**src/verilog/fxdiv_pkg.sv**
```systemverilog
`default_nettype none

package fxdiv_pkg;

    // operand and quotient format, Q21.10
    localparam int data_width = 32;
    localparam int frac_bits  = 10;

    // one quotient bit per iteration
    localparam int num_iter  = data_width + frac_bits;   // 42
    localparam int acc_width = num_iter + 1;              // extra sign bit for the remainder

    // iteration counter must reach num_iter - 1
    localparam int cnt_width = 6;

    // signed 32-bit clamp values
    localparam logic signed [data_width-1:0] max_pos = {1'b0, {(data_width-1){1'b1}}};
    localparam logic signed [data_width-1:0] max_neg = {1'b1, {(data_width-1){1'b0}}};

    typedef enum logic [2:0] {
        st_idle,     // waiting for req
        st_load,     // capture magnitudes
        st_iter,     // non-restoring steps
        st_correct,  // final remainder fix
        st_finish,   // latch signed result
        st_hold      // ack high until req drops
    } ctrl_state_t;

endpackage

`default_nettype wire

```
**src/verilog/div_step_if.sv**
```systemverilog
`timescale 1ns/100ps
`default_nettype none

interface div_step_if;

    logic load;     // capture operands
    logic step;     // one iteration
    logic correct;  // remainder fix-up
    logic finish;   // latch output
    logic rem_neg;  // partial remainder sign

    modport control (
        output load,
        output step,
        output correct,
        output finish,
        input  rem_neg
    );

    modport datapath (
        input  load,
        input  step,
        input  correct,
        output rem_neg
    );

    // sign_unit only needs the entry and exit strobes
    modport observe (
        input  load,
        input  finish
    );

endinterface

`default_nettype wire

```
**src/verilog/div_control.sv**
```systemverilog
`timescale 1ns/100ps
`default_nettype none

module div_control (
    input  logic        clock,
    input  logic        reset,
    input  logic        req,
    input  logic        zero_div,
    input  logic        last_iter,
    output logic        cnt_clear,
    output logic        cnt_en,
    output logic        ack,
    div_step_if.control ctl
);

    import fxdiv_pkg::*;

    ctrl_state_t state;
    ctrl_state_t next_state;

    always_ff @(posedge clock or posedge reset) begin
        if (reset) begin
            state <= st_idle;
            ack   <= 1'b0;
        end else begin
            state <= next_state;
            ack   <= (state == st_hold) && req;  // drops on the edge req is seen low
        end
    end

    always_comb begin
        next_state = state;
        case (state)
            st_idle: begin
                if (req) begin
                    next_state = st_load;
                end
            end
            st_load: begin
                // zero divisor skips the whole loop
                if (zero_div) begin
                    next_state = st_finish;
                end else begin
                    next_state = st_iter;
                end
            end
            st_iter: begin
                if (last_iter) begin
                    next_state = st_correct;
                end
            end
            st_correct: begin
                next_state = st_finish;
            end
            st_finish: begin
                next_state = st_hold;
            end
            st_hold: begin
                if (!req) begin
                    next_state = st_idle;  // four-phase release
                end
            end
            default: begin
                next_state = st_idle;
            end
        endcase
    end

    // strobes decode straight from the state
    assign ctl.load    = (state == st_load);
    assign ctl.step    = (state == st_iter);
    assign ctl.correct = (state == st_correct);
    assign ctl.finish  = (state == st_finish);

    assign cnt_clear = ctl.load;
    assign cnt_en    = ctl.step;

    ack_only_in_hold: assert property (
        @(posedge clock) disable iff (reset)
        ack |-> (state == st_hold)
    );

    no_step_with_load: assert property (
        @(posedge clock) disable iff (reset)
        !(ctl.step && ctl.load)
    );

    // datapath must leave a non-negative remainder after the fix-up
    rem_fixed_after_correct: assert property (
        @(posedge clock) disable iff (reset)
        ctl.correct |=> !ctl.rem_neg
    );

endmodule

`default_nettype wire

```
**src/verilog/iter_counter.sv**
```systemverilog
`timescale 1ns/100ps
`default_nettype none

module iter_counter (
    input  logic clock,
    input  logic reset,
    input  logic cnt_clear,
    input  logic cnt_en,
    output logic last_iter
);

    import fxdiv_pkg::*;

    logic [cnt_width-1:0] count;

    always_ff @(posedge clock or posedge reset) begin
        if (reset) begin
            count <= '0;
        end else if (cnt_clear) begin
            count <= '0;                // restart on every load
        end else if (cnt_en) begin
            count <= count + 1'b1;
        end
    end

    // high during the final step
    assign last_iter = (count == cnt_width'(num_iter - 1));

    count_in_range: assert property (
        @(posedge clock) disable iff (reset)
        cnt_en |-> (count <= cnt_width'(num_iter - 1))
    );

endmodule

`default_nettype wire

```
**src/verilog/sign_unit.sv**
```systemverilog
`timescale 1ns/100ps
`default_nettype none

module sign_unit (
    input  logic                             clock,
    input  logic                             reset,
    input  logic [fxdiv_pkg::data_width-1:0] dividend,
    input  logic [fxdiv_pkg::data_width-1:0] divisor,
    input  logic [fxdiv_pkg::num_iter-1:0]   raw_q,
    output logic [fxdiv_pkg::data_width-1:0] mag_dividend,
    output logic [fxdiv_pkg::data_width-1:0] mag_divisor,
    output logic                             zero_div,
    div_step_if.observe                      ctl,
    output logic [fxdiv_pkg::data_width-1:0] quotient,
    output logic                             div_zero
);

    import fxdiv_pkg::*;

    logic                  res_neg;  // operand signs differ
    logic                  dvd_neg;  // picks the clamp on divide by zero
    logic                  zero_q;
    logic [data_width-1:0] sat_q;

    // abs of the most negative value still fits as unsigned
    assign mag_dividend = dividend[data_width-1] ? -dividend : dividend;
    assign mag_divisor  = divisor[data_width-1] ? -divisor : divisor;
    assign zero_div     = (divisor == '0);

    // operands only valid while req is high, so keep what the exit needs
    always_ff @(posedge clock or posedge reset) begin
        if (reset) begin
            res_neg <= 1'b0;
            dvd_neg <= 1'b0;
            zero_q  <= 1'b0;
        end else if (ctl.load) begin
            res_neg <= dividend[data_width-1] ^ divisor[data_width-1];
            dvd_neg <= dividend[data_width-1];
            zero_q  <= zero_div;
        end
    end

    always_comb begin
        if (zero_q) begin
            sat_q = dvd_neg ? max_neg : max_pos;
        end else if (res_neg) begin
            // 2^31 is the largest magnitude a negative result can carry
            if (raw_q > {{(num_iter-data_width){1'b0}}, max_neg}) begin
                sat_q = max_neg;
            end else begin
                sat_q = -raw_q[data_width-1:0];
            end
        end else if (raw_q > {{(num_iter-data_width){1'b0}}, max_pos}) begin
            sat_q = max_pos;
        end else begin
            sat_q = raw_q[data_width-1:0];
        end
    end

    always_ff @(posedge clock or posedge reset) begin
        if (reset) begin
            quotient <= '0;
            div_zero <= 1'b0;
        end else if (ctl.finish) begin
            quotient <= sat_q;   // held until the next finish
            div_zero <= zero_q;
        end
    end

endmodule

`default_nettype wire

```
**src/verilog/nr_datapath.sv**
```systemverilog
`timescale 1ns/100ps
`default_nettype none

module nr_datapath (
    input  logic                             clock,
    input  logic                             reset,
    input  logic [fxdiv_pkg::data_width-1:0] mag_dividend,
    input  logic [fxdiv_pkg::data_width-1:0] mag_divisor,
    div_step_if.datapath                     ctl,
    output logic [fxdiv_pkg::num_iter-1:0]   raw_q
);

    import fxdiv_pkg::*;

    logic [acc_width-1:0]  rem;         // signed partial remainder
    logic [num_iter-1:0]   qreg;        // dividend bits in, quotient bits out
    logic [data_width-1:0] dvsr;
    logic [acc_width-1:0]  dvsr_ext;
    logic [num_iter-1:0]   dvd_scaled;
    logic [acc_width-1:0]  rem_shift;
    logic [acc_width-1:0]  rem_next;

    // shift into Q.10 and add half the divisor so truncation rounds
    assign dvd_scaled = {mag_dividend, {frac_bits{1'b0}}}
                      + {{(num_iter-data_width+1){1'b0}}, mag_divisor[data_width-1:1]};

    assign dvsr_ext  = {{(acc_width-data_width){1'b0}}, dvsr};
    assign rem_shift = {rem[acc_width-2:0], qreg[num_iter-1]};

    // non-restoring step
    // add back when negative, subtract otherwise
    always_comb begin
        if (rem[acc_width-1]) begin
            rem_next = rem_shift + dvsr_ext;
        end else begin
            rem_next = rem_shift - dvsr_ext;
        end
    end

    always_ff @(posedge clock or posedge reset) begin
        if (reset) begin
            rem <= '0;
        end else if (ctl.load) begin
            rem <= '0;
        end else if (ctl.step) begin
            rem <= rem_next;
        end else if (ctl.correct && rem[acc_width-1]) begin
            rem <= rem + dvsr_ext;       // restore a negative remainder
        end
    end

    always_ff @(posedge clock) begin
        if (ctl.load) begin
            dvsr <= mag_divisor;
            qreg <= dvd_scaled;
        end else if (ctl.step) begin
            qreg <= {qreg[num_iter-2:0], ~rem_next[acc_width-1]};  // new quotient bit
        end
    end

    assign ctl.rem_neg = rem[acc_width-1];

    // full width kept so sign_unit can see overflow
    assign raw_q = qreg;

endmodule

`default_nettype wire

```
**src/verilog/fxdiv_top.sv**
```systemverilog
`timescale 1ns/100ps
`default_nettype none

module fxdiv_top (
    input  logic                             clock,
    input  logic                             reset,
    input  logic                             req,
    input  logic [fxdiv_pkg::data_width-1:0] dividend,
    input  logic [fxdiv_pkg::data_width-1:0] divisor,
    output logic                             ack,
    output logic [fxdiv_pkg::data_width-1:0] quotient,
    output logic                             div_zero
);

    import fxdiv_pkg::*;

    logic                  cnt_clear;
    logic                  cnt_en;
    logic                  last_iter;
    logic                  zero_div;
    logic [data_width-1:0] mag_dividend;
    logic [data_width-1:0] mag_divisor;
    logic [num_iter-1:0]   raw_q;

    div_step_if u_step_if ();   // strobes and remainder sign

    div_control u_div_control (
        .clock     (clock),
        .reset     (reset),
        .req       (req),
        .zero_div  (zero_div),
        .last_iter (last_iter),
        .cnt_clear (cnt_clear),
        .cnt_en    (cnt_en),
        .ack       (ack),
        .ctl       (u_step_if.control)
    );

    iter_counter u_iter_counter (
        .clock     (clock),
        .reset     (reset),
        .cnt_clear (cnt_clear),
        .cnt_en    (cnt_en),
        .last_iter (last_iter)
    );

    sign_unit u_sign_unit (
        .clock        (clock),
        .reset        (reset),
        .dividend     (dividend),
        .divisor      (divisor),
        .raw_q        (raw_q),
        .mag_dividend (mag_dividend),
        .mag_divisor  (mag_divisor),
        .zero_div     (zero_div),
        .ctl          (u_step_if.observe),
        .quotient     (quotient),
        .div_zero     (div_zero)
    );

    nr_datapath u_nr_datapath (
        .clock        (clock),
        .reset        (reset),
        .mag_dividend (mag_dividend),
        .mag_divisor  (mag_divisor),
        .ctl          (u_step_if.datapath),
        .raw_q        (raw_q)
    );

endmodule

`default_nettype wire

```
**config.mk**
```make
export PLATFORM = sky130hd
export DESIGN_NAME = fxdiv_top
export DESIGN_NICKNAME = d
export VERILOG_FILES = /design/src/verilog/fxdiv_pkg.sv /design/src/verilog/div_step_if.sv /design/src/verilog/div_control.sv /design/src/verilog/iter_counter.sv /design/src/verilog/sign_unit.sv /design/src/verilog/nr_datapath.sv /design/src/verilog/fxdiv_top.sv
export SDC_FILE = /design/constraint.sdc
export NUM_CORES = 1
export LEC_CHECK = 0
export BUFFER_PORTS_ARGS = -buffer_cell sky130_fd_sc_hd__buf_2
export CAP_MARGIN = 40
export CORE_AREA = 2 2 176 178
export DETAILED_ROUTE_END_ITERATION = 10
export DIE_AREA = 0 0 178 180
export GPL_TIMING_DRIVEN = 1
export PLACE_DENSITY = 0.65
export SLEW_MARGIN = 5
export SYNTH_ARGS = -nofsm -noshare
export SYNTH_HDL_FRONTEND = slang
export SYNTH_SLANG_ARGS = --single-unit
export TNS_END_PERCENT = 20
```
**constraint.sdc**
```tcl
create_clock -name clock -period 10.8 [get_ports clock]
set_input_delay 2.16 -clock clock [delete_from_list [all_inputs] [get_ports clock]]
set_output_delay 2.16 -clock clock [all_outputs]
set_load 0.02 [all_outputs]
```
Yosys cells after proc, flatten, opt, wreduce, memory -nomap -nowiden. Index checks and enable logic that the tools add are counted.

Add/subtract/negate cells: 8. Order comparisons: 2. Equal/unequal tests: 9. Mux-type cells: 20. Bitwise logic cells: 2. Reduce and logical (&&, ||, !) cells: 7.

Operators by type and width (number): $mux W32 (7); $mux W43 (4); $neg A32 Y32 (3); $add A43 B32 Y43 (2); $mux W42 (2); $sub A43 B32 Y43 (1); $add A42 B31 Y42 (1); $gt A42 B31 Y1 const B (1); $gt A42 B32 Y1 const B (1); $logic_not A32 Y1 (1); $pmux W3 S6 (1); $mux W3 (4); $mux W6 (2); $add A6 B1 Y6 const B (1); $eq A3 B2 Y1 const B (2); $eq A3 B3 Y1 const B (2); $eq A6 B6 Y1 const B (1); $ne A2 B2 Y1 const B (2); $eq A3 B1 Y1 const B (1); $logic_not A3 Y1 (1); $reduce_and A3 Y1 (1); $reduce_bool A3 Y1 (1); $logic_and A1 B1 Y1 (2); $ne A2 B1 Y1 const B (1); other kinds (3) (3).

Bits in registers: 163. Bits of input ports: 67. Output and inout bits: 34. Logic and storage cells: 59.

Depth between registers and ports, before layout.
Depth after elaboration: 5. Depth in mapped cells: 20. Depth with buffers taken out: 19.

Cells and area by module. A second synthesis with hierarchy kept.

Cell total of the unflattened synthesis: 1782. Area total of the unflattened synthesis: 15051.9 µm².

Modules (own cells, without submodules): nr_datapath (instances 1, cells an instance 1240, area an instance 10835.4 µm², seq. area each 3298.2 µm²); sign_unit (instances 1, cells an instance 489, area an instance 3701.0 µm², seq. area each 900.9 µm²); iter_counter (instances 1, cells an instance 29, area an instance 299.0 µm², seq. area each 150.1 µm²); div_control (instances 1, cells an instance 24, area an instance 216.5 µm², seq. area each 100.1 µm²).

Least setup slack after synthesis. Ideal clock, no wire load.

Kind: in2reg. From: input port divisor[4] (netlist bit). To: register u_nr_datapath.qreg[39], in the netlist u_nr_datapath.raw_q[39] (data pin). Library setup time: 268 ps. Arrival: 6142 ps. Required time: 10532 ps. Setup slack: 4390 ps. Cell stages on the path: 17. Buffers on the path: 0. Cells stage by stage: nor4_2 nor3b_4 nand3_1 or4_1 nand2b_1 or4_1 o41ai_1 xnor2_1 ha_1 nand4_1 nor2_1 o21ai_0 nor3b_1 o31ai_1 nand3b_1 xnor2_1 o21ai_0.

Cells in the longest elaborated chain, start to end: 4.

Ends and longest elaborated chain: start: declaration (line fxdiv_top.sv:9) `input logic [fxdiv_pkg::data_width-1:0] divisor,`; $neg A32 Y32 (line sign_unit.sv:27) `assign mag_divisor = divisor[data_width-1] ? -divisor : divisor;`; $mux W32 (line sign_unit.sv:27); named net mag_divisor[27] (line fxdiv_top.sv:22) `logic [data_width-1:0] mag_divisor;`; $add A42 B31 Y42 (line nr_datapath.sv:25) `+ {{(num_iter-data_width+1){1'b0}}, mag_divisor[data_width-1:1]};`; $mux W42 (line nr_datapath.sv:53) `if (ctl.load) begin`; end signal: assignment (line nr_datapath.sv:55) `qreg <= dvd_scaled;`; end signal: assignment (line nr_datapath.sv:57) `qreg <= {qreg[num_iter-2:0], ~rem_next[acc_width-1]};`; end: declaration (line nr_datapath.sv:16) `logic [num_iter-1:0] qreg;`.

The timed path passes the listed nets, and every way through them passes these cells. A chain may end at the register's enable or synchronous reset.

Worst setup path in the final report. Same ends and word-level chain as after synthesis.

==> results.py <==
metrics = {
    "status": {
        "status": "complete, no violations",
    },
    "sta": {
        "finalCritPeriodShare": 0.622,
        "fmax_ghz": 0.149,
        "fin_tns_setup_ps": 0,
        "rsz0062_at_grt": "no",
        "slew_headroom": 0.434,
        "post-route-min-period_ps": 6720,
        "hold_viol": 0,
        "tightest_slew_ps": 827,
        "setup_viol_count_final": 0,
        "skew_ps": 12.5,
        "setup_ws_ps": 4080,
        "finalMaxSlewViolations": 0,
        "hold_ws_ps": 485,
    },
    "final_layout": {
        "drive_gt1_frac": 0.0975,
        "nFillCells": 2823,
        "mostFrequentLayoutCells": "nand2_1, a21oi_1, o21ai_0",
        "fin_nets": 2072,
        "layout_commonest_cell": "nand2_1",
        "final_core_util": 0.542,
        "syn2layout_area_growth_pct": 9.68,
    },
    "floorplan": {
        "core_area_um2": 30200,
        "die_width_um": 178,
        "rows": 64,
        "initial_utilization": 0.494,
        "io_pins": 101,
        "die_height_um": 180,
        "die_area_um2": 32000,
    },
    "logic_synthesis": {
        "ys_types": 84,
        "synth-edff-count": 74,
        "avgSynthCellArea_um2": 8.14,
        "ys_ff_latch": 163,
        "synthFlopType": "dfrtp_1",
        "netlist_instances": 1832,
        "syn_nets": 2010,
        "ys_warn_count": 0,
        "synthArstFlopShare": 0.546,
        "yosysSeqAreaShare": 0.298,
        "syn_area_um2": 14900,
    },
    "placed_design": {
        "place_worst_setup_slack_ps": 3410,
        "gp_congestion": 0.989,
        "port_buffers": 100,
        "hpwl_um": 34500,
    },
    "detailed_routing": {
        "wl_um": 45300,
        "drt_drc_violations_left": 0,
        "wl_met2_um": 21700,
        "wl_met1_um": 19900,
        "routed_via_density": 6.22,
        "route.met3.wl_um": 2510,
        "drt_iter0_markers": 1229,
        "wl_per_cell_um": 19.7,
        "firstDrtPassIters": 5,
        "vias": 14300,
        "routed.top_layer": "met4",
        "drtAntennaViolNets": 0,
    },
    "setup_path": {
        "slowest_delay_ps": 510,
        "start_kind": "input port",
        "startpoint": "divisor[4]",
        "r2r-end": "u_nr_datapath.raw_q[0]",
        "cp-end-kind": "flip-flop",
        "path_depth": 19,
        "critPathSlowestCell": "or4_1",
        "worstPathRequired_ps": 10970,
        "path_delay_family": "simple AND/OR/NAND/NOR gates",
        "ff2ff_path_depth": 17,
        "crit_buf_inv": 2,
        "cp_max_fo": 8,
        "r2r_start": "u_nr_datapath.dvsr[3]",
        "critPathKind": "input port to flip-flop",
        "critPathArrivalTime_ps": 6890,
        "r2r_setup_slack_ps": 5130,
        "crit_end": "u_nr_datapath.raw_q[39]",
        "crit_chain": "buf_2 -> nor4_2 -> nor3b_4 -> nand3_1 -> or4_1 -> nand2b_1 -> or4_1 -> o41ai_1 -> xnor2_1 -> ha_1 -> nand4_1 -> nor2_1 -> o21ai_0 -> nor3b_1 -> o31ai_1 -> clkbuf_2 -> nand3b_1 -> xnor2_1 -> o21ai_0",
    },
    "cts": {
        "htree_levels": 4,
        "numCtsBuffers": 17,
        "post-cts-setup-buffer-count": 0,
        "path_clk_slew_ps": 70,
        "clkSinkCount": 163,
        "cts-root-buf": "clkbuf_16",
        "hold_buffers": 0,
        "cts_max_path_buffers": 2,
        "postCtsResizedCells": 0,
        "cts_tree": "built",
        "clkLatencyLatePin_ps": 450,
    },
    "power": {
        "p_int_uw": 2770,
        "leakagePower_uw": 0.00660,
        "p_clk_frac": 0.111,
        "p_seq_frac": 0.239,
        "comb_power_share": 0.651,
        "sw_frac_of_total": 0.507,
        "pwr_density_cell_nw_per_um2": 344,
        "switchingPower_uw": 2850,
        "ir_worst_vdd_mv": 0.165,
    },
    "grt": {
        "grt_pass1_wl_um": 72500,
        "antenna_found_initial": 0,
        "grt-ovfl-total": 0,
        "grt_max_degree": 73,
        "grtUsageTotal": 0.286,
        "grt_pass1_vias": 13500,
    },
    "flow_run": {
        "cap_violations": 0,
    },
    "min_path": {
        "hold_path_class": "flip-flop to flip-flop",
    },
}
[synth_stat cells, types with 43 or more instances]
cell,n,area [um2]
a21o_1,43,323
a21oi_1,171,856
clkbuf_1,66,248
dfrtp_1,89,2230
edfxtp_1,74,2220
ha_1,108,1350
inv_1,49,184
nand2_1,227,852
nand3_1,43,215
nor2_1,136,510
nor3_1,50,250
o21ai_0,171,856
xnor2_1,109,955
xor2_1,66,578
[worst min-delay path by stage]
| stage | endpoint | cells past startpoint | startpoint |
|---|---|---|---|
| finish | u_sign_unit.quotient[30] | 2 | u_sign_unit.quotient[30] |
| CTS | u_sign_unit.quotient[30] | 2 | u_sign_unit.quotient[30] |
| detailed placement | u_sign_unit.quotient[30] | 2 | u_sign_unit.quotient[30] |
| global route | u_sign_unit.quotient[14] | 1 | u_sign_unit.quotient[14] |
| floorplan | u_iter_counter.count[5] | 1 | u_iter_counter.count[5] |
| global placement | u_sign_unit.quotient[30] | 2 | u_sign_unit.quotient[30] |
[worst min-delay path, delay by kind of cell (launching register included)]
family           cells  cell delay (ps)
AO/OA/AOI/OAI        1               60
flip-flops           1              340
AND/OR/NAND/NOR      1               40
[state kept, by name, summed over array words and instances, names as in the netlist]
register / cells
u_nr_datapath.dvsr: 32
u_div_control.ack: 1
u_sign_unit.res_neg: 1
u_sign_unit.zero_q: 1
u_nr_datapath.raw_q: 42
u_sign_unit.quotient: 32
u_nr_datapath.rem: 43
u_sign_unit.div_zero: 1
u_sign_unit.dvd_neg: 1
u_div_control.state: 3
u_iter_counter.count: 6
[power groups by stage]
stage / registers, uW / logic (uW) / clock network [uW]
3_5_place_dp: 1340 / 3610 / 0
6_report: 1340 / 3660 / 621
3_3_place_gp: 1340 / 3540 / 0
5_1_grt: 1380 / 4080 / 654
2_1_floorplan: 1290 / 2690 / 0
4_1_cts: 1330 / 3630 / 631
[metal layers]
layer	global-route usage	vias up
li1	-	6928
met1	0.382	6881
met2	0.481	452
met3	0.0379	59
met4	0.0803	0
met5	0	-
[kinds of logic after synthesis]
logic type / Yosys count / synth area share
and+or+nand+nor: 627 / 0.204
buffers and inverters: 127 / 0.0332
xor gates and xnor gates: 175 / 0.103
AOI/OAI and AO/OA: 624 / 0.263
DFF: 163 / 0.298
muxes: 5 / 0.00344
adders and majority gates: 111 / 0.0947
[layout make-up]
type	instances	area [um2]	share of cell area
Antenna cell	1	2.50	0.000153
Clock buffer	19	443	0.0271
Clock inverter	13	140	0.00857
Inverter	52	198	0.0121
Multi-Input combinational cell	1542	9970	0.610
Sequential cell	163	4450	0.272
Tap cell	396	495	0.0303
Timing Repair Buffer	118	646	0.0395
[metrics by stage]
stage	total power, uW	area, um2	std cells
detailed placement	4940	15800	2270
finish	5620	16300	2304
global placement	4880	15700	2266
floorplan	3990	14900	1832
CTS	5590	16300	2302
global route	6110	16300	2303
(Power assumes the default switching activity.)
